`config.mk`:
```
export PLATFORM = sky130hd
export DESIGN_NAME = video_regs_flat
export DESIGN_NICKNAME = d
export VERILOG_FILES = /design/src/source/video_pkg.sv /design/src/source/layer_if.sv /design/src/source/video_regs.sv /design/src/flat_wrapper.sv
export VERILOG_INCLUDE_DIRS = /design/src /design/src/include
export SDC_FILE = /design/constraint.sdc
export NUM_CORES = 1
export LEC_CHECK = 0
export BUFFER_PORTS_ARGS = -buffer_cell sky130_fd_sc_hd__buf_2
export CAP_MARGIN = 20
export CORE_MARGIN = 3
export CORE_UTILIZATION = 45
export CTS_CLUSTER_DIAMETER = 120
export DETAILED_ROUTE_END_ITERATION = 10
export GPL_TIMING_DRIVEN = 0
export PLACE_DENSITY_LB_ADDON = 0.15
export SETUP_SLACK_MARGIN = 0.3
export SYNTH_ARGS = -nofsm -noshare
export SYNTH_HDL_FRONTEND = slang
export SYNTH_SLANG_ARGS = --single-unit
```
`constraint.sdc`:
```
create_clock -name clk -period 1.3 [get_ports clk]
set_input_delay 0.065 -clock clk [delete_from_list [all_inputs] [get_ports clk]]
set_output_delay 0.065 -clock clk [all_outputs]
set_load 0.01 [all_outputs]
```
`src/include/video_consts.svh`:
```
`ifndef VIDEO_CONSTS_SVH
`define VIDEO_CONSTS_SVH

// Raster geometry, one clock per pixel
`define CNT_W       9
`define H_TOTAL     400
`define H_ACTIVE    320
`define V_TOTAL     262
`define V_ACTIVE    224

// Sync windows, start inclusive and end exclusive
`define HS_START    336
`define HS_END      368
`define VS_START    240
`define VS_END      243

// Pipeline delays
`define LAYER_DLY   16
`define MIX_DLY     2

// Memory port widths
`define MAP_AW      12
`define GFX_AW      15
`define PAL_AW      10

// Register map
`define REG_SCR1_H  3'd0
`define REG_SCR1_V  3'd1
`define REG_SCR2_H  3'd2
`define REG_SCR2_V  3'd3
`define REG_CTRL    3'd4

`endif

```
`src/source/video_pkg.sv`:
```
package video_pkg;

    // CPU register word, read as a scroll position or as the control bits
    typedef union packed {
        struct packed {
            logic [6:0]  unused;
            logic [8:0]  value;
        } pos;
        struct packed {
            logic [11:0] unused;
            logic        layer2_en;
            logic        layer1_en;
            logic        top_sel;
            logic        flip;
        } ctrl;
    } reg_word_t;

    // One layer pixel, pen 0 is transparent
    typedef struct packed {
        logic       prio;
        logic [5:0] bank;
        logic [3:0] pen;
    } layer_pxl_t;

endpackage

```
`src/source/layer_if.sv`:
```
`timescale 1ns/100ps
`include "video_consts.svh"

interface layer_if import video_pkg::*; ();

    // Control from the register block
    logic [`CNT_W-1:0] hscr;
    logic [`CNT_W-1:0] vscr;
    logic              enable;
    logic              flip;

    // Layer output towards the mixer
    layer_pxl_t        pxl;

    modport regs  (output hscr, output vscr, output enable, output flip);

    modport layer (input hscr, input vscr, input enable, input flip,
                   output pxl);

    modport mixer (input pxl);

endinterface

```
`src/source/video_regs.sv`:
```
`timescale 1ns/100ps
`include "video_consts.svh"

module video_regs import video_pkg::*; (
    input  logic       clk,
    input  logic       reset,
    input  logic       reg_we,
    input  logic [2:0] reg_addr,
    input  reg_word_t  reg_data,
    output logic       top_sel,
    layer_if.regs      lay1,
    layer_if.regs      lay2
);

    logic flip;

    // Flip is a board-wide setting
    assign lay1.flip = flip;
    assign lay2.flip = flip;

    always_ff @(posedge clk) begin
        if (reset) begin
            lay1.hscr   <= '0;
            lay1.vscr   <= '0;
            lay2.hscr   <= '0;
            lay2.vscr   <= '0;
            lay1.enable <= 1'b1;
            lay2.enable <= 1'b1;
            top_sel     <= 1'b0;
            flip        <= 1'b0;
        end else if (reg_we) begin
            case (reg_addr)
                `REG_SCR1_H: lay1.hscr <= reg_data.pos.value;
                `REG_SCR1_V: lay1.vscr <= reg_data.pos.value;
                `REG_SCR2_H: lay2.hscr <= reg_data.pos.value;
                `REG_SCR2_V: lay2.vscr <= reg_data.pos.value;
                `REG_CTRL: begin
                    flip        <= reg_data.ctrl.flip;
                    top_sel     <= reg_data.ctrl.top_sel;
                    lay1.enable <= reg_data.ctrl.layer1_en;
                    lay2.enable <= reg_data.ctrl.layer2_en;
                end
                default: begin
                end
            endcase
        end
    end

    // Only five registers are decoded
    a_reg_addr: assert property (
        @(posedge clk) disable iff (reset)
        reg_we |-> reg_addr <= `REG_CTRL
    ) else $error("write to unmapped register %0d", reg_addr);

endmodule

```
`src/flat_wrapper.sv`:
```
// flat-port wrapper written by rule: the top's interface ports become plain ports
module video_regs_flat import video_pkg::*;
  (clk, reset, reg_we, reg_addr, reg_data, top_sel, lay1_hscr, lay1_vscr, lay1_enable, lay1_flip, lay2_hscr, lay2_vscr, lay2_enable, lay2_flip);
  layer_if lay1_i ();
  layer_if lay2_i ();
  input  logic clk;
  input  logic reset;
  input  logic reg_we;
  input  logic [2:0] reg_addr;
  input  reg_word_t reg_data;
  output logic top_sel;
  output wire logic [$bits(lay1_i.hscr)-1:0] lay1_hscr;
  output wire logic [$bits(lay1_i.vscr)-1:0] lay1_vscr;
  output wire logic [$bits(lay1_i.enable)-1:0] lay1_enable;
  output wire logic [$bits(lay1_i.flip)-1:0] lay1_flip;
  output wire logic [$bits(lay2_i.hscr)-1:0] lay2_hscr;
  output wire logic [$bits(lay2_i.vscr)-1:0] lay2_vscr;
  output wire logic [$bits(lay2_i.enable)-1:0] lay2_enable;
  output wire logic [$bits(lay2_i.flip)-1:0] lay2_flip;
  assign lay1_hscr = lay1_i.hscr;
  assign lay1_vscr = lay1_i.vscr;
  assign lay1_enable = lay1_i.enable;
  assign lay1_flip = lay1_i.flip;
  assign lay2_hscr = lay2_i.hscr;
  assign lay2_vscr = lay2_i.vscr;
  assign lay2_enable = lay2_i.enable;
  assign lay2_flip = lay2_i.flip;
  video_regs u_core (.clk(clk), .reset(reset), .reg_we(reg_we), .reg_addr(reg_addr), .reg_data(reg_data), .top_sel(top_sel), .lay1(lay1_i), .lay2(lay2_i));
endmodule
```
Word level (Yosys, flattened, before mapping)

Index checks and enable logic that the tools add are counted.

Logic and storage cells: 18
Output and inout bits: 41
Bits of input ports: 22
Register bits: 40

Eq/ne operators: 4
Reductions and logical operators: 6

Operators with widths:

| cell                 | number |
|---|---|
| $reduce_and A2 Y1    | 5 |
| $eq A3 B2 Y1 const B | 2 |
| $eq A3 B1 Y1 const B | 1 |
| $eq A3 B3 Y1 const B | 1 |
| $logic_not A3 Y1     | 1 |

Logic depth before layout (Yosys ltp)

Depth after elaboration: 2
Gate-level depth with buffers: 3
Gate-level depth less buffers: 2

Worst setup path before layout

No wires, ideal clock.

Path type: input to register
From: in reg_addr[1]
To: reg u_core.lay1.hscr[0]
Required time: 1.178 ns
Slack: 0.319 ns
Buffers on the path: 1
Arrival time: 0.859 ns
Setup time: 0.122 ns
Cell stages on the path: 3
Path through: or4b_1 buf_6 mux2i_1

Word-level cells in the longest chain between the ends: 2

RTL lines:

| item                               | line              | source |
|---|---|---|
| from (decl)                        | flat_wrapper.sv:9 | `input logic [2:0] reg_addr;` |
| $logic_not A3 Y1                   | video_regs.sv:32  | `case (reg_addr)` |
| $reduce_and A2 Y1 (no source line) | --                |  |
| to (decl)                          | layer_if.sv:15    | `modport regs (output hscr, output vscr, output enable, output flip);` |

Every way passes these cells.
A chain may end at the register's enable or synchronous reset.

Worst setup path after layout

From: reg u_core.flip, in the netlist u_core.lay1.flip
To: out lay2_flip

RTL lines:

| item                   | line               | source |
|---|---|---|
| from (decl)            | video_regs.sv:15   | `logic flip;` |
| from (signal assigned) | video_regs.sv:38   | `flip <= reg_data.ctrl.flip;` |
| to (decl)              | flat_wrapper.sv:19 | `output wire logic [$bits(lay2_i.flip)-1:0] lay2_flip;` |

No word-level cell between the ends.

==> flow_summary_export.csv <==
group,metric,value,unit
synthesis,synthesis.area,0.00165,mm2
critical_path,crit_cells,2,
synthesis,ys_seq_elements,40,
critical_path,critPathCaptureType,"primary output",
global_routing,grt_pass1_vias,1229,
placed_design,placedCellCount,250,
final_layout,post-route-cell-area,0.00209,mm2
synthesis,synth_top_area_frac,0.485,
clock_tree,cts_max_level,2,
critical_path,path_cells,"buf_4 > buf_2",
synthesis,synth-edff-count,0,
critical_path,crit_path_max_fanout,3,
timing,final.period_utilization,0.717,
routing,final_antenna_net_count,0,
timing,fin_ws,0.368,ns
routing,dr.first_iter.drc_count,25,
placed_design,dp_slack,0.142,ns
clock_tree,clockBufferDepth,2,
floorplan,core_area,0.00344,mm2
floorplan,initial_utilization,0.479,
final_layout,fin_nets,233,
timing,setup-tns-final,0,ns
synthesis,synth.avg_cell_area,11.1,um2
clock_tree,cts_hold_buf,0,
critical_path,critPathMaxStageDelay,0.33,ns
floorplan,io_pins,63,
global_routing,track_usage,0.178,
global_routing,antenna_found_initial,0,
critical_path,worstPathRequired,1.24,ns
final_layout,stdcell_count,258,
timing,finClkSkew,0,ns
placed_design,place_congestion,0.710,
final_layout,num_antenna_cells,0,
hold_path,hold_class,"input pin to flop",
routing,via_per_inst,4.76,
synthesis,ys_top_cells_by_area,"dfxtp_1 49%, mux2i_1 24%, nand2b_1 18%",
synthesis,syn_inst,149,
critical_path,crit_slowest_cell,"dfxtp_1",
timing,slew_viol_final,0,
routing,drt_wl_total,3620,um
floorplan,die_h,66.6,um
clock_tree,cts_resized,0,
final_layout,nFillCells,312,
floorplan,dieWidth,66.6,um
final_layout,area_growth,26.9,%
synthesis,synth-seq-area-share,0.485,
placed_design,hpwl,2760,um
timing,final_hold_viol_count,0,
final_layout,drive_gt1_frac,0.321,
critical_path,r2r_cells,2,
synthesis,synth.most_common_cell,"nand2b_1",
critical_path,worstSetupStartpoint,"u_core.lay1.flip",
synthesis,async_flop_share,0,
critical_path,worst_ep_arrival_time,0.87,ns
synthesis,ys_types,13,
hold_path,min_from,"reg_data[2]",
clock_tree,cts_setup_buffers,0,
global_routing,grt_pass1_wl,5780,um
pwr,power_density,1180,mW/mm2
routing,wl_per_cell,14.0,um
critical_path,path_class,"flop to primary output",
timing,final.min_clock_period,0.932,ns
floorplan,die_area,0.00443,mm2
job,maxCapViolations,0,
timing,relSlewSlack,0.728,
pwr,power.total,2.47,mW
timing,setup_violations,0,
timing,fmax,1070,MHz
synthesis,ys.flop_type,"dfxtp_1",
clock_tree,cts_buffers,5,
pwr,peakVddDrop,0.000737,V
timing,worst_pin_slew,0.408,ns
critical_path,path_buf_inv,2,
synthesis,synthesis.nets,171,
status,status,"finished, final reports clean",
clock_tree,clk_pin_slew,0.08,ns
critical_path,crit_path_start_kind,"flop",
clock_tree,cts_tree,"built",
timing,rsz0062_at_grt,"no",
clock_tree,cts-root-buf,"clkbuf_8",
clock_tree,cts.sinks,40,
clock_tree,clkLatencyLatePin,0.28,ns
placed_design,dpl_cell_area,0.00198,mm2
pwr,p_leak,1.09,nW
critical_path,rr_startpoint,"u_core.lay1.vscr[7]",
critical_path,cp_top_family,"flip-flops",
critical_path,r2r-end,"u_core.lay1.vscr[7]",
routing,drc,0,
global_routing,overflow,0,
routing,first_pass_iters,4,
floorplan,rows,21,
global_routing,grt_start_max_net_pins,14,
synthesis,synth_common_cells,"47 x nand2b_1, 40 x dfxtp_1, 40 x mux2i_1",
synthesis,yosysTopAreaCell,"dfxtp_1",
routing,via_count,1229,
synthesis,yosys_warnings,0,
placed_design,portBuffers,55,
critical_path,r2r_slack,0.68,ns
critical_path,endpoint,"lay2_flip",
==> routing by layer <==
layer	GRT usage	up-vias	share of wire
met5	0	-	0
met3	0.0506	5	0.059
met4	0.0609	0	0.013
li1	-	624	-
met1	0.209	566	0.44
met2	0.307	34	0.49
==> logic make-up after synthesis <==
group                  share of synthesized area
buffers and inverters                     0.0318
flip-flops                                 0.485
multiplexers                               0.243
AND/OR/NAND/NOR                            0.240
==> state kept, by name, summed over array words and instances, names as in the netlist <==
register,count
u_core.lay1.flip,1
u_core.lay2.hscr,9
u_core.lay1.vscr,9
u_core.lay2.vscr,9
u_core.lay1.hscr,9
u_core.lay2.enable,1
u_core.top_sel,1
u_core.lay1.enable,1
==> worst min path at each step <==
stage	endpoint	slack, ns	depth (start not counted)
after floorplan	u_core.lay1.enable	0.23	2
after global placement	u_core.lay2.enable	0.35	3
after detailed placement	u_core.lay1.enable	0.36	3
after CTS	u_core.lay1.enable	0.06	3
after global routing	u_core.lay1.enable	0.1	3
final	u_core.lay1.enable	0.06	3
==> layout by cell type (no fill, tap or decap) <==
cell and n:
nand4b_1 1, and4b_1 1, clkinv_2 1, bufinv_16 1, buf_4 1, mux2i_1 40
clkinvlp_4 1, or4b_1 1, nor2_1 4, nand2b_1 47, nand4bb_1 3, clkbuf_1 5
clkbuf_8 5, buf_6 1, buf_2 58, dfxtp_1 40, and4bb_1 2
==> through the flow <==
| step | util | hold WS, ns |
|---|---|---|
| floorplan | - | 0.232 |
| global placement | 0.576 | 0.345 |
| detailed placement | 0.576 | 0.361 |
| CTS | 0.609 | 0.0634 |
| global route | 0.609 | 0.0968 |
| finish | 0.609 | 0.0603 |
==> power by group <==
group	switching [mW]	internal (mW)	leakage, nW	total, mW
registers	0.0139	1.25	0.324	1.27
clock network	0.433	0.568	0.0541	1.00
logic	0.105	0.0978	0.715	0.203
total	0.552	1.92	1.09	2.47
==> tightest hold or removal path, delay by kind of cell <==
family	cells	cell delay, ns
AND/OR/NAND/NOR	1	0.04
buffers and inverters	1	0.09
multiplexers	1	0.11
==> area by class of cell <==
class                           count  area (um2)  area share
Buffer                             10        52.6      0.0251
Timing Repair Buffer               55         275       0.131
Clock buffer                        5        68.8      0.0329
Tap cell                           46        57.6      0.0275
Multi-Input combinational cell     99         797       0.381
Clock inverter                      3        42.5      0.0203
Sequential cell                    40         801       0.382
Power figures use the tool's default switching activity.
