==> src/include/video_consts.svh <==
`ifndef VIDEO_CONSTS_SVH
`define VIDEO_CONSTS_SVH

// Raster geometry, one clock per pixel
`define CNT_W       9
`define H_TOTAL     400
`define H_ACTIVE    320
`define V_TOTAL     262
`define V_ACTIVE    224

// Sync windows, start inclusive and end exclusive
`define HS_START    336
`define HS_END      368
`define VS_START    240
`define VS_END      243

// Pipeline delays
`define LAYER_DLY   16
`define MIX_DLY     2

// Memory port widths
`define MAP_AW      12
`define GFX_AW      15
`define PAL_AW      10

// Register map
`define REG_SCR1_H  3'd0
`define REG_SCR1_V  3'd1
`define REG_SCR2_H  3'd2
`define REG_SCR2_V  3'd3
`define REG_CTRL    3'd4

`endif

==> src/source/video_pkg.sv <==
package video_pkg;

    // CPU register word, read as a scroll position or as the control bits
    typedef union packed {
        struct packed {
            logic [6:0]  unused;
            logic [8:0]  value;
        } pos;
        struct packed {
            logic [11:0] unused;
            logic        layer2_en;
            logic        layer1_en;
            logic        top_sel;
            logic        flip;
        } ctrl;
    } reg_word_t;

    // One layer pixel, pen 0 is transparent
    typedef struct packed {
        logic       prio;
        logic [5:0] bank;
        logic [3:0] pen;
    } layer_pxl_t;

endpackage

==> src/source/layer_if.sv <==
`timescale 1ns/100ps
`include "video_consts.svh"

interface layer_if import video_pkg::*; ();

    // Control from the register block
    logic [`CNT_W-1:0] hscr;
    logic [`CNT_W-1:0] vscr;
    logic              enable;
    logic              flip;

    // Layer output towards the mixer
    layer_pxl_t        pxl;

    modport regs  (output hscr, output vscr, output enable, output flip);

    modport layer (input hscr, input vscr, input enable, input flip,
                   output pxl);

    modport mixer (input pxl);

endinterface

==> src/source/tile_layer.sv <==
`timescale 1ns/100ps
`include "video_consts.svh"

module tile_layer import video_pkg::*; (
    input  logic               clk,
    input  logic               reset,
    input  logic [`CNT_W-1:0]  hdump,
    input  logic [`CNT_W-1:0]  vdump,
    output logic [`MAP_AW-1:0] map_addr,
    input  logic [15:0]        map_data,
    input  logic               map_ok,
    output logic [`GFX_AW-1:0] gfx_addr,
    input  logic [31:0]        gfx_data,
    input  logic               gfx_ok,
    layer_if.layer             lay
);

    localparam logic [1:0] ST_IDLE = 2'd0;
    localparam logic [1:0] ST_MAP  = 2'd1;
    localparam logic [1:0] ST_GFX  = 2'd2;

    logic [1:0]        state;
    logic [`CNT_W-1:0] out_col, mir_col, mir_row, scr_col, scr_row, fetch_col;
    logic              bnd;
    logic              map_prio, cur_prio, nxt_prio;
    logic [5:0]        map_bank, cur_bank, nxt_bank;
    logic [31:0]       gfx_row, cur_row, nxt_row;
    logic              gfx_valid;
    logic [3:0]        nxt_pen;

    // Column that enters the pixel register at the next edge
    assign out_col = hdump - 9'(`LAYER_DLY - 1);

    // Flip mirrors the screen, scroll moves it over the 512x512 map
    assign mir_col = lay.flip ? 9'(`H_ACTIVE - 1) - out_col : out_col;
    assign mir_row = lay.flip ? 9'(`V_ACTIVE - 1) - vdump : vdump;
    assign scr_col = mir_col + lay.hscr;
    assign scr_row = mir_row + lay.vscr;

    // First pixel of a tile in output order, flip walks the map backwards
    assign bnd       = scr_col[2:0] == (lay.flip ? 3'd7 : 3'd0);
    assign fetch_col = lay.flip ? scr_col - 9'd8 : scr_col + 9'd8;

    // A new group restarts the fetch, an unfinished one is dropped
    always_ff @(posedge clk) begin
        if (reset) begin
            state     <= ST_IDLE;
            gfx_valid <= 1'b0;
            map_addr  <= '0;
            gfx_addr  <= '0;
        end else if (bnd) begin
            state     <= ST_MAP;
            gfx_valid <= 1'b0;
            map_addr  <= {scr_row[8:3], fetch_col[8:3]};
        end else begin
            case (state)
                ST_MAP: if (map_ok) begin
                    state    <= ST_GFX;
                    // One 32-bit word per tile row, word index fixed at 0
                    gfx_addr <= {map_data[8:0], scr_row[2:0], 3'd0};
                end
                ST_GFX: if (gfx_ok) begin
                    state     <= ST_IDLE;
                    gfx_valid <= 1'b1;
                end
                default: begin
                end
            endcase
        end
    end

    always_ff @(posedge clk) begin
        if (state == ST_MAP && map_ok) begin
            map_prio <= map_data[15];
            map_bank <= map_data[14:9];
        end
        if (state == ST_GFX && gfx_ok) begin
            gfx_row <= gfx_data;
        end
    end

    // Late data leaves the whole group transparent
    always_comb begin
        nxt_row  = bnd ? (gfx_valid ? gfx_row : 32'd0) : cur_row;
        nxt_prio = bnd ? (gfx_valid & map_prio) : cur_prio;
        nxt_bank = bnd ? (gfx_valid ? map_bank : 6'd0) : cur_bank;
        nxt_pen  = lay.flip ? nxt_row[3:0] : nxt_row[31:28];
    end

    always_ff @(posedge clk) begin
        if (reset) begin
            cur_row  <= '0;
            cur_prio <= 1'b0;
            cur_bank <= '0;
            lay.pxl  <= '0;
        end else begin
            cur_row  <= lay.flip ? nxt_row >> 4 : nxt_row << 4;
            cur_prio <= nxt_prio;
            cur_bank <= nxt_bank;
            if (lay.enable) begin
                lay.pxl <= '{prio: nxt_prio, bank: nxt_bank, pen: nxt_pen};
            end else begin
                lay.pxl <= '0;
            end
        end
    end

    a_map_hold: assert property (
        @(posedge clk) disable iff (reset)
        state == ST_MAP && !map_ok && !bnd |=> $stable(map_addr)
    ) else $error("map_addr changed while its request was pending");

endmodule

==> src/flat_wrapper.sv <==
// flat-port wrapper written by rule: the top's interface ports become plain ports
module tile_layer_flat import video_pkg::*;
  (clk, reset, hdump, vdump, map_addr, map_data, map_ok, gfx_addr, gfx_data, gfx_ok, lay_hscr, lay_vscr, lay_enable, lay_flip, lay_pxl);
  layer_if lay_i ();
  input  logic clk;
  input  logic reset;
  input  logic [`CNT_W-1:0] hdump;
  input  logic [`CNT_W-1:0] vdump;
  output logic [`MAP_AW-1:0] map_addr;
  input  logic [15:0] map_data;
  input  logic map_ok;
  output logic [`GFX_AW-1:0] gfx_addr;
  input  logic [31:0] gfx_data;
  input  logic gfx_ok;
  input wire logic [$bits(lay_i.hscr)-1:0] lay_hscr;
  input wire logic [$bits(lay_i.vscr)-1:0] lay_vscr;
  input wire logic [$bits(lay_i.enable)-1:0] lay_enable;
  input wire logic [$bits(lay_i.flip)-1:0] lay_flip;
  output wire logic [$bits(lay_i.pxl)-1:0] lay_pxl;
  assign lay_i.hscr = lay_hscr;
  assign lay_i.vscr = lay_vscr;
  assign lay_i.enable = lay_enable;
  assign lay_i.flip = lay_flip;
  assign lay_pxl = lay_i.pxl;
  tile_layer u_core (.clk(clk), .reset(reset), .hdump(hdump), .vdump(vdump), .map_addr(map_addr), .map_data(map_data), .map_ok(map_ok), .gfx_addr(gfx_addr), .gfx_data(gfx_data), .gfx_ok(gfx_ok), .lay(lay_i));
endmodule
==> config.mk <==
export PLATFORM = sky130hd
export DESIGN_NAME = tile_layer_flat
export DESIGN_NICKNAME = d
export VERILOG_FILES = /design/src/source/video_pkg.sv /design/src/source/layer_if.sv /design/src/source/tile_layer.sv /design/src/flat_wrapper.sv
export VERILOG_INCLUDE_DIRS = /design/src /design/src/include
export SDC_FILE = /design/constraint.sdc
export NUM_CORES = 1
export LEC_CHECK = 0
export CORE_MARGIN = 4
export CORE_UTILIZATION = 63
export DETAILED_ROUTE_END_ITERATION = 8
export DONT_BUFFER_PORTS = 1
export GPL_ROUTABILITY_DRIVEN = 0
export PLACE_DENSITY = 0.82
export SETUP_SLACK_MARGIN = 0.3
export SLEW_MARGIN = 20
export SYNTH_ARGS = -nofsm -noshare
export SYNTH_HDL_FRONTEND = slang
export SYNTH_SLANG_ARGS = --single-unit
==> constraint.sdc <==
create_clock -name clk -period 6.25 [get_ports clk]
set_clock_uncertainty 0.15 [all_clocks]
set_input_delay 1.875 -clock clk [delete_from_list [all_inputs] [get_ports clk]]
set_output_delay 1.875 -clock clk [all_outputs]
set_load 0.02 [all_outputs]
* Word level (Yosys, flattened, before mapping)
Cells that the tools add are included.
Word-level totals: bits of input ports 90, memories kept 0, word-level logic and storage cells 61, output and inout bits 38, ROM bits 0, bits in latches 0, RAM bits 0, flip-flop bits (word level) 116
Cells by class: reduce and logical (&&, ||, !) cells 12, $lt $le $gt $ge 0, shifts and indexed selects 0, divide/modulo/power cells 0, $mul 0, bitwise logic cells 4, multiplexer cells 15, $add $sub $neg 7, equality and inequality tests 7
Operators with widths (count):
- 32-bit two-way mux | 2
- 28-bit two-way mux | 1
- 9-bit two-way mux | 3
- 9-bit adder | 2
- 9-bit by 4-bit subtractor with 9-bit output (second input constant) | 2
- 6-bit two-way mux | 2
- 9-bit by 4-bit adder with 9-bit output (second input constant) | 1
- 3-bit AND reduction | 3
- 8-bit by 9-bit subtractor with 9-bit output (first input constant) | 1
- 9-bit subtractor (first input constant) | 1
- 2-bit OR reduction | 4
- 3-bit by 2-bit inequality test with 1-bit output (second input constant) | 2
- 2-bit two-way mux | 2
- 4-bit two-way mux | 1
- 2-bit inequality test (second input constant) | 2
- 2-bit one-hot mux with 2 select lines | 1
- 3-bit == test | 1
- 3-bit two-way mux | 1
- 1-bit NOT | 3
- 3-bit nonzero test | 1
- 2-bit by 1-bit == test with 1-bit output (second input constant) | 1
- 2-bit == test (second input constant) | 1
- 1-bit logical AND | 2
- 1-bit two-way mux | 2
- 3 further kinds | 3

* Longest topological paths before layout
depth after elaboration 7, mapped depth 18

* Least setup slack after synthesis
OpenSTA, ideal clock, no wires.
path kind input-to-reg, from in lay_flip, to reg u_core.map_addr[5], buffers on the path 3, data required time 5.983 ns, path slack 0.744 ns, arrival time 5.239 ns, stages 16, setup time 0.117 ns, path through buf_6 clkbuf_1 buf_1 xor2_1 ha_1 nand3_1 o21ai_2 a21o_1 a21o_1 a2111oi_0 nand3b_1 ha_1 and4_1 a221oi_2 xnor3_1 a22o_1
On the way: longest elaborated chain between the ends 4, elaborated cells between the ends (all ways) 7
RTL lines:
- from (decl) | RTL line flat_wrapper.sv:18 | input wire logic [$bits(lay_i.flip)-1:0] lay_flip;
- 9-bit two-way mux | RTL line tile_layer.sv:35 | assign mir_col = lay.flip ? 9'(`H_ACTIVE - 1) - out_col : out_col;
- 9-bit adder | RTL line tile_layer.sv:37 | assign scr_col = mir_col + lay.hscr;
- 9-bit by 4-bit adder with 9-bit output or 9-bit by 4-bit subtractor with 9-bit output (tied branches) | RTL line tile_layer.sv:42 | assign fetch_col = lay.flip ? scr_col - 9'd8 : scr_col + 9'd8;
- 9-bit two-way mux | RTL line tile_layer.sv:42
- to (signal assigned) | RTL line tile_layer.sv:54 | map_addr <= {scr_row[8:3], fetch_col[8:3]};
- to (decl) | RTL line tile_layer.sv:9 | output logic [`MAP_AW-1:0] map_addr,
Several ways; a longest one is shown, not always the timed one. A chain may end at the register's enable or synchronous reset.

* Worst setup path after layout
from in hdump[0], to reg u_core.map_addr[5]
On the way: longest elaborated chain between the ends 6, elaborated cells between the ends (all ways) 8
RTL lines:
- from (decl) | RTL line flat_wrapper.sv:7 | input logic [`CNT_W-1:0] hdump;
- 9-bit by 4-bit subtractor with 9-bit output * | RTL line tile_layer.sv:32 | assign out_col = hdump - 9'(`LAYER_DLY - 1);
- 9-bit subtractor | RTL line tile_layer.sv:35
- 9-bit two-way mux * | RTL line tile_layer.sv:35
- 9-bit adder * | RTL line tile_layer.sv:37
- 9-bit by 4-bit adder with 9-bit output or 9-bit by 4-bit subtractor with 9-bit output (tied branches) | RTL line tile_layer.sv:42
- 9-bit two-way mux | RTL line tile_layer.sv:42
Every way passes the cells marked *; elsewhere a longest branch is shown, timed or not.

==> metrics.csv <==
metric,value,unit
Yosys top cell by area,dfxtp_1,
H-tree Lvls,4,
number of fill cells,563,
Yosys top cell area share,28.09,%
worst reg2reg setup slack,4.34,ns
post-route ant nets,0,
Fin. Hold Viols,0,
vias in the first global route,3911,
clk slew on worst S/H paths,0.05,ns
total global routing overflow,0,
IO Pins,128,
placed cell count,614,
hold path depth,2,
leakage power,2.327,nW
Min-Delay Path Class,reg2reg,
post-DR vias/cell,6.214,
CP arrival,5.24,ns
initial core utilization,65.80,%
Post-CTS Hold Buffers,0,
GRT Util Overall,22.95,%
Period minus WS final,5.012,ns
dpl ws,0.7496,ns
ratio of final minimum period to clock period,80.19,%
"Slew Viols, Final",0,
worst r2r dst,u_core.lay.pxl[2],
Vert. Die Dim,101.3,µm
# diodes,0,
clock buffer count from CTS,17,
Design Power,2.066,mW
CP Max Fanout,5,
width of the die,101.3,µm
Starting DRT DRC Count,248,
Syn Area/Cell,10.11,µm²
final non-filler cell total,646,
worst path required time,6.48,ns
pin count of the biggest net entering global routing,85,
synth warn,0,
DIE AREA,0.01027,mm²
Worst Hold End,u_core.cur_bank[5],
Yosys cell types,50,
max_cap viols,0,
layout cell share with drive strength beyond 1,6.839,%
core box area,0.008341,mm²
initial antenna violation count,0,
PortBufs,0,
Sequential Area,0.002713,mm²
Cells after Synth,543,
CTS tree,yes,
num rows,33,
fin area,0.006022,mm²
final worst slack,1.238,ns
CP startpoint kind,input port,
Post CTS Setup Buffer Count,0,
Setup TNS Final,0,ns
status,"complete, no violations",
routed via count,4014,
Nets,647,
largest cells by area after synthesis,"dfxtp_1, edfxtp_1, a211oi_1",
hpwl dp,7876,µm
number of cells on the worst reg-to-reg path,3,
PostCTS Resize Cnt,0,
fmax,0.1995,GHz
Syn Std Cell Area,0.005488,mm²
WL/cell,17.91,µm
Relative slew margins,33.25,%
R2R Path Start,u_core.gfx_valid,
unrepaired setup endpoints after global routing,no,
crit path capture type,flop,
Peak VDD IR,0.0002320,V
DR DRC count,0,
first-pass GRT wire length,18500,µm
Layout area overhead,9.736,%
Hold Crit Start,u_core.cur_bank[5],
Placement Cell Area,0.005469,mm²
clock sinks,116,
Pwr Density,343.1,mW/mm²
worst-margin pin slew,0.9999,ns
Root Driver,clkbuf_8,
Worst Setup SP,hdump[0],
sequential-to-total area share from yosys stat,49.43,%
Max clock buf depth,2,
Final setup viols,0,
area of the multi-input gates,0.002546,mm²
final wirelength,11570,µm
kind of critical path,in2reg,
clk_lat worst skew,0.49,ns
DR pass1 iterations,4,
Synth Register Bits,116,
[worst max path at each step]
stage / end / cells past startpoint / slack [ns]
after global placement: u_core.map_addr[5] / 17 / 0.87
after CTS: u_core.map_addr[5] / 17 / 1.27
final: u_core.map_addr[5] / 17 / 1.24
after detailed placement: u_core.map_addr[5] / 17 / 0.75
after global routing: u_core.map_addr[5] / 17 / 0.98
after floorplan: u_core.map_addr[5] / 16 / 0.74
[state kept, by name, indices dropped and copies added (netlist names)]
name              count
u_core.state          2
u_core.map_bank       6
u_core.lay.pxl       11
u_core.cur_prio       1
u_core.gfx_addr      12
u_core.cur_row       32
u_core.map_prio       1
u_core.map_addr      12
u_core.gfx_row       32
u_core.gfx_valid      1
u_core.cur_bank       6
[final cells by class]
cell class	count	area share [%]
repair buffers	4	0.4986
well taps	105	2.182
clock inverters	6	0.7272
clock buffers	26	8.456
multi-input cells	376	42.28
flip-flops and latches	116	45.04
inverters	13	0.8103
[layout by cell type, fill, tap and decap left out, types with 2 or more instances in the layout]
cell type,netlist,routed
dfxtp_1,77,77
a21oi_1,64,64
a211oi_1,60,60
and3_1,40,40
edfxtp_1,39,39
nand2_1,37,36
ha_1,26,26
nor2_1,24,24
xnor2_1,22,22
clkbuf_16,0,17
xor2_1,13,13
inv_1,12,12
a21o_1,9,9
nor3b_1,9,9
nor3_1,7,7
o21ai_0,7,7
nand3_1,6,6
o21a_1,5,5
clkbuf_8,0,5
nor2b_1,4,4
nand3b_1,4,4
nand2b_1,4,4
clkbuf_1,25,4
buf_4,7,4
and2_1,3,3
nand4_1,3,3
or3_1,3,3
fa_1,3,3
conb_1,1,3
a31oi_1,2,2
clkinvlp_4,0,2
clkinv_4,0,2
[metal layers]
metal | share of wire, % | track usage, %
met2 | 51 | 38.88
met1 | 41 | 27.97
met5 | 0 | 0
met3 | 6.8 | 6.543
met4 | 1.8 | 8.282
[power breakdown]
part | total (mW) | internal, mW | switching, mW
clock network | 0.873 | 0.554 | 0.319
logic | 0.330 | 0.141 | 0.189
registers | 0.864 | 0.820 | 0.0439
[worst max-delay path, stage by stage]
cell      delay (ns)
ha_1            0.20
nand3_1         0.13
nor3b_1         0.26
xor2_1          0.22
inv_1           0.06
ha_1            0.27
nor2_1          0.11
a21oi_1         0.05
ha_1            0.33
inv_1           0.08
a221oi_1        0.34
nand3b_1        0.12
ha_1            0.33
and4_1          0.18
a221oi_2        0.22
xnor3_1         0.24
a22o_1          0.23
[per-stage QoR]
stage,hold slack (ns),utilization [%]
after CTS,0.3342,72.20
after global placement,0.3136,65.57
after global routing,0.3805,72.20
final,0.3356,72.20
after detailed placement,0.3268,65.57
after floorplan,0.2945,-
[cell families (layout without fill, tap and decap cells)]
family / count (synthesis) / in the layout / share of synthesized area (%)
other: 1 / 3 / 0.06833
flip-flops: 116 / 116 / 49.43
adder cells (fa/ha/maj): 29 / 29 / 7.022
AO/OA/AOI/OAI: 158 / 158 / 18.63
XOR/XNOR: 36 / 36 / 5.996
multiplexers: 1 / 1 / 0.1824
AND/OR/NAND/NOR: 149 / 149 / 14.32
buffers and inverters: 53 / 49 / 4.355
[synth_stat cells, drive strengths merged]
master and number:
a21o 9, conb 1, o21a 5, nand4 3, and3 40, o21ai 8, xor2 13, o22ai 1
a2111oi 1, or2 1, a31o 1, and2 3, a221oi 2, nor2b 4, a211o 1, xnor2 22
fa 3, edfxtp 39, nor3b 9, or3 3, o21bai 1, nand3 6, a31oi 2, ha 26
nand2 37, o311ai 1, nand3b 4, o22a 1, dfxtp 77, buf 15, a21oi 64, clkbuf 25
or4 1, nand4b 1, and4 1, nand2b 4, a22o 1, nor3 7, xnor3 1, nor2 25
mux2i 1, a211oi 60, inv 13
Note: power is estimated with default switching activity, not from simulation.
