## config.mk

```make
export PLATFORM = sky130hd
export DESIGN_NAME = video_timer
export DESIGN_NICKNAME = d
export VERILOG_FILES = /design/src/source/video_timer.sv
export VERILOG_INCLUDE_DIRS = /design/src /design/src/include
export SDC_FILE = /design/constraint.sdc
export NUM_CORES = 1
export LEC_CHECK = 0
export BUFFER_PORTS_ARGS = -buffer_cell sky130_fd_sc_hd__clkbuf_2
export CAP_MARGIN = 20
export CORE_ASPECT_RATIO = 1.4
export CORE_MARGIN = 2
export CORE_UTILIZATION = 40
export DETAILED_ROUTE_END_ITERATION = 12
export HOLD_SLACK_MARGIN = 0.05
export PLACE_DENSITY = 0.59
export REMOVE_ABC_BUFFERS = 1
export SYNTH_ARGS = -nofsm -noshare
export SYNTH_HDL_FRONTEND = slang
export SYNTH_SLANG_ARGS = --single-unit
```

## constraint.sdc

```tcl
create_clock -name clk -period 2.85 [get_ports clk]
set_input_delay 0.285 -clock clk [delete_from_list [all_inputs] [get_ports clk]]
set_output_delay 0.285 -clock clk [all_outputs]
set_load 0.01 [all_outputs]
```

## src/include/video_consts.svh

```systemverilog
`ifndef VIDEO_CONSTS_SVH
`define VIDEO_CONSTS_SVH

// Raster geometry, one clock per pixel
`define CNT_W       9
`define H_TOTAL     400
`define H_ACTIVE    320
`define V_TOTAL     262
`define V_ACTIVE    224

// Sync windows, start inclusive and end exclusive
`define HS_START    336
`define HS_END      368
`define VS_START    240
`define VS_END      243

// Pipeline delays
`define LAYER_DLY   16
`define MIX_DLY     2

// Memory port widths
`define MAP_AW      12
`define GFX_AW      15
`define PAL_AW      10

// Register map
`define REG_SCR1_H  3'd0
`define REG_SCR1_V  3'd1
`define REG_SCR2_H  3'd2
`define REG_SCR2_V  3'd3
`define REG_CTRL    3'd4

`endif

```

## src/source/video_timer.sv

```systemverilog
`timescale 1ns/100ps
`include "video_consts.svh"

module video_timer (
    input  logic              clk,
    input  logic              reset,
    output logic [`CNT_W-1:0] hdump,
    output logic [`CNT_W-1:0] vdump,
    output logic              hblank,
    output logic              vblank,
    output logic              hs,
    output logic              vs,
    output logic              vint
);

    logic line_end;

    assign line_end = hdump == `H_TOTAL - 1;

    // Horizontal counter wraps every line, vertical one steps at the wrap
    always_ff @(posedge clk) begin
        if (reset) begin
            hdump <= '0;
            vdump <= '0;
        end else if (line_end) begin
            hdump <= '0;
            if (vdump == `V_TOTAL - 1) begin
                vdump <= '0;
            end else begin
                vdump <= vdump + 1'b1;
            end
        end else begin
            hdump <= hdump + 1'b1;
        end
    end

    // Windows decoded straight from the counters
    assign hblank = hdump >= `H_ACTIVE;
    assign vblank = vdump >= `V_ACTIVE;
    assign hs     = hdump >= `HS_START && hdump < `HS_END;
    assign vs     = vdump >= `VS_START && vdump < `VS_END;

    // First pixel of the first blank line
    assign vint   = vdump == `V_ACTIVE && hdump == 0;

    a_hdump_range: assert property (
        @(posedge clk) disable iff (reset)
        hdump < `H_TOTAL
    ) else $error("hdump out of range: %0d", hdump);

endmodule

```

### Word-level counts from Yosys, hierarchy flattened

Index checks and enable logic that the tools add are counted.

* mux-type cells: 1
* order comparisons: 6
* reductions and logical operators: 5
* eq/ne operators: 3
* add/subtract/negate cells: 2

Operators with widths (count)
* $add 9x1->9 const B: 2
* $eq 9x9->1 const B: 2
* $ge 9x8->1 const B: 2
* $ge 9x9->1 const B: 2
* $eq 9x8->1 const B: 1
* $logic_not 9->1: 1
* $lt 9x8->1 const B: 1
* $lt 9x9->1 const B: 1
* $mux 9: 1
* $logic_and 1x1->1: 3
* $reduce_or 2->1: 1

* output and inout port bits: 23
* register bits: 18

### Logic depth before layout (Yosys ltp)

Gate-level depths: netlist of the first run.

* depth after elaboration: 2
* depth in mapped cells: 6

### Worst setup path before layout of the first run

Ideal clock, no wire load.

* path type: register to register
* start point: register hdump[5]
* end point: register vdump[8]
* path slack: 0.716 ns
* library setup time: 0.068 ns
* stages on the path, launching flop included: 7
* clock period less this slack: 2.134 ns
* arrival time: 2.066 ns
* path through: dfxtp_1 -> buf_6 -> or4b_4 -> buf_6 -> or3_4 -> or4_4 -> a21oi_2

* longest elaborated chain between the ends: 1

Ends and longest elaborated chain
* from (decl): line video_timer.sv:7 `` output logic [`CNT_W-1:0] hdump, ``
* from (signal assigned): line video_timer.sv:33 `hdump <= hdump + 1'b1;`
* $eq 9x9->1: line video_timer.sv:18 `` assign line_end = hdump == `H_TOTAL - 1; ``
* to (signal assigned): line video_timer.sv:30 `vdump <= vdump + 1'b1;`
* to (decl): line video_timer.sv:8 `` output logic [`CNT_W-1:0] vdump, ``

Every way passes these cells.
A chain may end at the register's enable or synchronous reset.

### Final worst setup path of the first run

* start point: register hdump[0]
* end point: register vdump[8]

Same word-level chain as after synthesis.

==> reports/qor.yml, run 1 <==
status: "completed"
grt_pass1_wl_um: 3640
cts_tree: "built"
cts_resized: 0
dp_slack_ns: 0.661
netSwitchingPower_mw: 0.0921
clock_latency_ns: 0.30
grt.total_usage_pct: 16.5
criticalPathCategory: "flip-flop to flip-flop"
core_area_mm2: 0.00236
swShare_pct: 22.8
antenna_cells: 0
fin_ws_ns: 0.653
start_kind: "flip-flop"
relSlewSlack_pct: 62.2
critical_path_required_ns: 3.09
arrival_ns: 2.43
avgSynthCellArea_um2: 8.58
synth_cell_types: 32
end_kind: "flip-flop"
cts_hold_buf: 0
grt_max_degree: 13
vias_per_cell: 5.54
post-route-min-period_ns: 2.20
routabilityCongestion: 0.804
min_period_over_period_pct: 77.1
numCtsBuffers: 3
p_comb_share_pct: 4.7
htree_num_levels: 1
wl_per_cell_um: 12.8
max_slew.worst_pin.slew_ns: 0.566
p_total_mw: 0.405
rows: 21
nFillCells: 236
skew_ns: 0.00842
wirelength_um: 2040
clock.fmax_mhz: 455
hp-class: "input port to flip-flop"
ant_nets: 0
die_w_um: 46.0
vias: 881
timing.final.hold_violations: 0
firstDrtPassIters: 4
synth_cells: 115
netlist_area_um2: 987
layout.nets: 145
port_buffers: 24
drt_drc_violations_left: 0
power.share.clock_pct: 31.0
synth_top_area_share_pct: 36.5
internal_power_mw: 0.313
setup_viol: 0
drive_gt1_share_pct: 23.5
dieArea_mm2: 0.00289
power_frac_seq_pct: 64.3
cts_root_buf: "clkbuf_4"
grt.overflow.total: 0
clk_pin_slew_ns: 0.10
slew_viol_final: 0
synth_seq_cells: 18
antenna_found_initial: 0
critPathMaxFanout: 11
grt_pass1_vias: 826
post_cts_buffers: 0
initial_core_util_pct: 41.7
power_density_mw_per_mm2: 364
syn_to_final_growth_pct: 12.8
cap_viol_max_count: 0
io_pins: 25
leakage_nw: 0.416
synth.area.top_cells: "dfxtp_1 (37%), xnor2_1 (7.1%), ha_1 (6.3%)"
rsz0062_at_grt: "false"
drt_iter0_markers: 13
ir_drop_uv: 224
synth_top_area_cell: "dfxtp_1"
die_height_um: 62.8
cts.sinks: 18
finalSetupTns_ns: 0
seq_area_frac_synth_pct: 36.5
yosys_warnings: 0
dp_hpwl_um: 1540
utilization_pct: 47.1
cts.path.max_buffers: 2
## flip-flops by register name (all words and copies together) (netlist names)
signal / count
hdump: 9
vdump: 9
## Yosys cell counts (all sizes together)
cell type / count
a2111oi: 1
o21bai: 1
nand2: 8
and3: 1
a21oi: 4
xnor2: 8
nor4: 5
buf: 3
dfxtp: 18
nor3b: 1
ha: 5
xor2: 4
nor2b: 1
nor3: 8
o21ai: 1
or4b: 1
or2: 1
and4b: 2
o21a: 1
nor4b: 1
nand3: 8
or4: 1
and4: 1
inv: 6
nand4: 4
clkbuf: 3
nor2: 12
o31ai: 2
nand2b: 1
or3: 2
## through the flow
stage | hold WS, ns | cells | instance area (um2)
detailed placement | 0.529 | 156 | 1090
floorplan | 0.354 | 109 | 942
global route | 0.331 | 159 | 1110
finish | 0.319 | 159 | 1110
global placement | 0.506 | 156 | 1090
CTS | 0.307 | 159 | 1110
## critical path, cell delays in order (launching register included)
cell and delay (ns):
dfxtp_1 0.41, ha_1 0.23, nand4_1 0.37, or3_4 0.52, or4_4 0.49, a21oi_2 0.13
## power by group through the flow
stage	Sequential, mW	Combinational (mW)	Clock [mW]
floorplan	0.267	0.00933	0
global placement	0.266	0.0196	0
detailed placement	0.266	0.0194	0
CTS	0.260	0.0196	0.132
global route	0.261	0.0224	0.151
finish	0.260	0.0192	0.126
## area by class of cell
class                           instances  area, um2  area share (%)
Inverter                                6       22.5            2.02
Sequential cell                        18        360            32.4
Timing Repair Buffer                   24        120            10.8
Tap cell                               23       28.8            2.58
Clock buffer                            3       22.5            2.02
Multi-Input combinational cell         85        559            50.2
## logic make-up (layout without fill, tap and decap cells)
kind of cell | count (synthesis) | count (layout) | synth area share [%]
AO/OA/AOI/OAI | 10 | 10 | 6.84
buffers and inverters | 12 | 33 | 6.84
XOR/XNOR | 12 | 12 | 10.6
AND/OR/NAND/NOR | 58 | 58 | 32.8
adder cells (fa/ha/maj) | 5 | 5 | 6.34
flip-flops | 18 | 18 | 36.5
## layer usage
metal / track usage (%) / vias to the layer above / share of wire (%)
li1: - / 447 / -
met1: 21.2 / 405 / 44
met2: 25.5 / 22 / 50
met3: 4.05 / 7 / 4.4
met4: 6.43 / 0 / 2.2
met5: 0 / - / 0
## cell usage in the layout, fill, tap and decap left out, types with 2 or more instances in the layout
cell	Yosys	final
nor2_1	12	12
clkbuf_2	0	24
xnor2_1	8	8
dfxtp_1	18	18
and4b_1	2	2
xor2_1	4	4
inv_1	6	6
nor4_1	5	5
nor3_1	8	8
o31ai_1	2	2
nand4_1	4	4
ha_1	5	5
nand2_1	8	8
clkbuf_4	0	3
a21oi_1	3	3
nand3_1	8	8
## worst paths after layout
path                               start  endpoint  slack [ns]  cells past startpoint
worst max-delay path            hdump[0]  vdump[8]        0.65                      5
worst min-delay path               reset  hdump[6]        0.32                      2
worst max register to register  hdump[0]  vdump[8]        0.65                      5
worst min register to register  vdump[8]  vdump[8]        0.54                      2
No activity file was read; power rests on OpenSTA's default activity.
==> run 2: changes to the inputs <==
==> constraint.sdc (replaced) <==
create_clock -name clk -period 2.05 [get_ports clk]
set_input_delay 0.205 -clock clk [delete_from_list [all_inputs] [get_ports clk]]
set_output_delay 0.205 -clock clk [all_outputs]
set_load 0.01 [all_outputs]
==> run 2 against run 1 <==
Net effect:
- clock-buffer cell count up 1
- non-clock buffer count rose by 11
- critical path type is now flip-flop to primary output
- highest routed layer unchanged
- first-iteration DRC count down 54%
==> reports/qor.yml, run 2 (synthesis results as in run 1) <==
status: "completed"
die_w_um: 46.0  # unchanged
start_kind: "flip-flop"
vias: 949  # +7.7%
numCtsBuffers: 3  # unchanged
routabilityCongestion: 0.850  # +5.6%
timing.final.hold_violations: 0  # unchanged
place_area_mm2: 0.00117  # +7.6%
grt.overflow.total: 0  # unchanged
finalSetupTns_ns: 0  # unchanged
layout_commonest_cell: "clkbuf_2"
syn_to_final_growth_pct: 22.6
max_slew.worst_pin.slew_ns: 0.421  # -0.145 ns
rsz0062_at_grt: "false"
arrival_ns: 1.71  # -0.72 ns
dp.cells: 167  # +7.1%
worstReg2RegEnd: "vdump[8]"
whs_ns: 0.228  # -0.0909 ns
cap_viol_max_count: 0  # unchanged
reg2reg_slack_ns: 0.15  # -0.50 ns
post_cts_buffers: 0  # unchanged
dp_hpwl_um: 1770  # +15%
slew_viol_final: 0  # unchanged
fin_ws_ns: 0.138  # -0.515 ns
drive_gt1_share_pct: 29.7  # +6.2 points
critical_path_required_ns: 1.85  # -1.24 ns
vias_per_cell: 5.55  # +0.16%
min_period_over_period_pct: 93.3
crit_end: "vint"
r2r-start: "hdump[0]"
firstDrtPassIters: 4  # unchanged
cts_hold_buf: 0  # unchanged
post-route-min-period_ns: 1.91
port_buffers: 24  # unchanged
top_regs: "hdump: 9 flops, vdump: 9 flops"
critPathMaxFanout: 6  # -5
io_pins: 25  # unchanged
nFillCells: 246  # +4.2%
power_density_mw_per_mm2: 506  # +39%
layout_common_cells: "clkbuf_2 (24), dfxtp_1 (18), nor2_1 (12), buf_4 (11)"
wl_per_cell_um: 13.3  # +4.1%
stdcell_count: 171  # +7.5%
cts.path.max_buffers: 2  # unchanged
clock_latency_ns: 0.29  # about the same
grt_pass1_wl_um: 3770  # +3.8%
relSlewSlack_pct: 71.7  # +9.5 points
htree_num_levels: 1  # unchanged
cts_root_buf: "clkbuf_4"
core_area_mm2: 0.00236  # unchanged
wirelength_um: 2280  # +12%
layout.nets: 156  # +7.6%
cts_resized: 0  # unchanged
dp_slack_ns: 0.175  # -0.485 ns
end_kind: "primary output"
setup_viol: 0  # unchanged
dieArea_mm2: 0.00289  # unchanged
clock.fmax_mhz: 523
skew_ns: 0.00113  # -0.00728 ns
drt_drc_violations_left: 0  # unchanged
grt.total_usage_pct: 17.1  # +0.62 points
r2r_cells: 5  # unchanged
grt_pass1_vias: 866  # +4.8%
final_cell_area_mm2: 0.00121  # +8.7%
p_total_mw: 0.612  # +51%
initial_core_util_pct: 41.7  # unchanged
hp-class: "input port to flip-flop"
ant_nets: 0  # unchanged
cts.sinks: 18  # unchanged
clk_pin_slew_ns: 0.11  # about the same
criticalPathCategory: "flip-flop to primary output"
grt_max_degree: 13  # unchanged
antenna_found_initial: 0  # unchanged
die_height_um: 62.8  # unchanged
ir_drop_uv: 352  # +57%
leakage_nw: 0.480  # +15%
utilization_pct: 51.2  # +4.1 points
drt_iter0_markers: 6  # -7
rows: 21  # unchanged
antenna_cells: 0  # unchanged
cts_tree: "built"
critPathLaunch: "vdump[5]"
[run 2: final cells by class]
class	instances	area [um2]	share of cell area [%]
flip-flops and latches	18	360	29.8
clock buffers	4	36.3	3.00
inverters	6	22.5	1.86
well taps	23	28.8	2.38
multi-input cells	85	559	46.2
repair buffers	35	203	16.8
[run 2: how the worst min path moves through the flow]
stage / startpoint / endpoint / cells past startpoint
floorplan: reset / hdump[6] / 1
global placement: hdump[0] / hdump[0] / 1
detailed placement: vdump[8] / vdump[8] / 2
CTS: reset / hdump[6] / 2
global route: reset / vdump[1] / 2
finish: reset / hdump[6] / 2
[run 2: layer usage]
metal / wire length [um] / vias up / track usage (%)
met5: 0 / - / 0
met4: 16 / 0 / 4.29
met3: 66 / 2 / 2.60
met2: 1230 / 19 / 30.6
met1: 966 / 456 / 20.0
li1: - / 472 / -
[run 2: report_power, final]
group	leakage [nW]	switching, mW	total (mW)	internal (mW)
combinational	0.314	0.0154	0.0284	0.0130
clock	0.0210	0.114	0.222	0.108
sequential	0.146	0.00729	0.362	0.355
[run 2: worst max-delay path, stage by stage (launching register included)]
cell and delay [ns]:
dfxtp_1 0.47, nand3_1 0.19, nor4_1 0.36, and4b_1 0.27, clkbuf_2 0.13
==> run 3: changes to the inputs <==
--- a/config.mk
+++ b/config.mk
@@ -14,7 +14,6 @@
 export DETAILED_ROUTE_END_ITERATION = 12
 export HOLD_SLACK_MARGIN = 0.05
 export PLACE_DENSITY = 0.59
-export REMOVE_ABC_BUFFERS = 1
 export SYNTH_ARGS = -nofsm -noshare
 export SYNTH_HDL_FRONTEND = slang
 export SYNTH_SLANG_ARGS = --single-unit
==> run 3 against run 2 <==
Net effect:
- register-to-register slack worse by 0.02 ns
- utilization down 0.21 points
- worst hold slack better by 0.0077 ns
- largest power group unchanged
- clock skew increased by 0.0035 ns
- die area did not move
- non-clock buffer count is 1 lower
- maximum frequency shrank 0.47%
- sequential cell count is the same
==> reports/qor.yml, run 3 (synthesis results as in run 1) <==
status: "completed"
timing.final.hold_violations: 0  # unchanged
dieArea_mm2: 0.00289  # unchanged
numCtsBuffers: 3  # unchanged
hp-class: "input port to flip-flop"
power_density_mw_per_mm2: 513  # +1.3%
r2r-start: "hdump[5]"
rows: 21  # unchanged
grt.total_usage_pct: 17.6  # +0.54 points
layout_common_cells: "clkbuf_2 (24), dfxtp_1 (16), nor2_1 (12), buf_4 (10)"
clock_latency_ns: 0.30  # about the same
drt_drc_violations_left: 0  # unchanged
antenna_cells: 0  # unchanged
wl_per_cell_um: 13.2  # -0.91%
critPathMaxFanout: 8  # +2
syn_to_final_growth_pct: 22.1
grt_pass1_vias: 867  # +0.12%
wirelength_um: 2250  # -1.5%
drt_iter0_markers: 23  # +17
cts_root_buf: "clkbuf_4"
clk_pin_slew_ns: 0.11  # about the same
dp_hpwl_um: 1670  # -5.5%
ir_drop_uv: 359  # +2.0%
cts_resized: 0  # unchanged
layout.nets: 155  # -0.64%
crit_path_max_incr_delay_ns: 0.54  # +0.07 ns
skew_ns: 0.00465  # +0.00352 ns
htree_num_levels: 1  # unchanged
hold_depth: 2  # unchanged
drive_gt1_share_pct: 30.6  # +0.88 points
core_area_mm2: 0.00236  # unchanged
ant_nets: 0  # unchanged
rsz0062_at_grt: "false"
utilization_pct: 51.0  # -0.21 points
dp_slack_ns: 0.147  # -0.0283 ns
reg2reg_slack_ns: 0.13  # -0.02 ns
slew_viol_final: 0  # unchanged
critPathLaunch: "hdump[5]"
crit_end: "vdump[8]"
io_pins: 25  # unchanged
die_w_um: 46.0  # unchanged
relSlewSlack_pct: 72.1  # +0.45 points
start_kind: "flip-flop"
post-route-min-period_ns: 1.92  # +0.00906 ns
cts_hold_buf: 0  # unchanged
min_period_over_period_pct: 93.7  # +0.44 points
vias: 910  # -4.1%
cts.path.max_buffers: 2  # unchanged
antenna_found_initial: 0  # unchanged
layout_commonest_cell: "clkbuf_2"
cap_viol_max_count: 0  # unchanged
grt.overflow.total: 0  # unchanged
grt_pass1_wl_um: 3840  # +1.8%
criticalPathCategory: "flip-flop to flip-flop"
leakage_nw: 0.476  # -1.0%
setup_viol: 0  # unchanged
firstDrtPassIters: 4  # unchanged
worstReg2RegEnd: "vdump[8]"
initial_core_util_pct: 41.7  # unchanged
cts_tree: "built"
top_regs: "hdump: 9 flops, vdump: 9 flops"
post_cts_buffers: 0  # unchanged
crit_chain: "or4b_4 > or3_4 > or4_4 > a21oi_2"
vias_per_cell: 5.35  # -3.5%
arrival_ns: 2.16  # +0.45 ns
grt_max_degree: 13  # unchanged
critical_path_required_ns: 2.29  # +0.44 ns
r2r_cells: 4  # -1
max_slew.worst_pin.slew_ns: 0.408  # -0.0134 ns
routabilityCongestion: 0.843  # -0.74%
cts.sinks: 18  # unchanged
die_height_um: 62.8  # unchanged
port_buffers: 24  # unchanged
end_kind: "flip-flop"
syn_nets: 122
clock.fmax_mhz: 520  # -0.47%
crit_path_top_delay_cell: "or4b_4"
fin_ws_ns: 0.129  # -0.00906 ns
## run 3: changes by cell type in the layout (fill, tap and decap cells not counted)
| cell | change |
|---|---|
| buf_4 | -1 |
| dfxtp_1 | -2 |
| dfxtp_2 | +2 |
## run 3: worst min-delay path by stage
stage                  start  endpoint  slack, ns
floorplan              reset  hdump[8]       0.29
global placement    hdump[5]  hdump[8]       0.53
detailed placement  hdump[5]  hdump[8]       0.54
CTS                    reset  vdump[0]       0.23
global route           reset  hdump[6]       0.25
finish                 reset  vdump[0]       0.24
## run 3: final cells by class
cell class	count	area, um2
Sequential cell	18	363
Timing Repair Buffer	34	195
Clock buffer	4	36.3
Multi-Input combinational cell	85	559
Tap cell	23	28.8
Fill cell	236	1160
Inverter	6	22.5
## run 3: metrics by stage
stage / hold slack (ns) / cells / cell area [um2] / TNS (ns) / power (mW)
after detailed placement: 0.541 / 166 / 1170 / 0 / 0.401
after global placement: 0.533 / 166 / 1170 / 0 / 0.400
final: 0.235 / 170 / 1200 / 0 / 0.618
after CTS: 0.228 / 170 / 1200 / 0 / 0.629
after floorplan: 0.288 / 115 / 991 / -0.0479 / 0.386
after global routing: 0.248 / 170 / 1200 / 0 / 0.651
## run 3: layer usage
layer	wire length, um	vias to the layer above	track usage, %
li1	-	467	-
met1	998	411	22.5
met2	1080	27	27.3
met3	114	5	3.47
met4	48	0	8.57
met5	0	-	0
## run 3: report_power, final
part	internal (mW)	switching (mW)	total [mW]
registers	0.355	0.00631	0.361
clock network	0.108	0.117	0.225
logic	0.0146	0.0170	0.0316
## run 3: worst max-delay path, delay by kind of cell (launching register included)
| kind | cells | cell delay, ns |
|---|---|---|
| AND/OR/NAND/NOR | 3 | 1.37 |
| flip-flops | 1 | 0.38 |
| AO/OA/AOI/OAI | 1 | 0.11 |
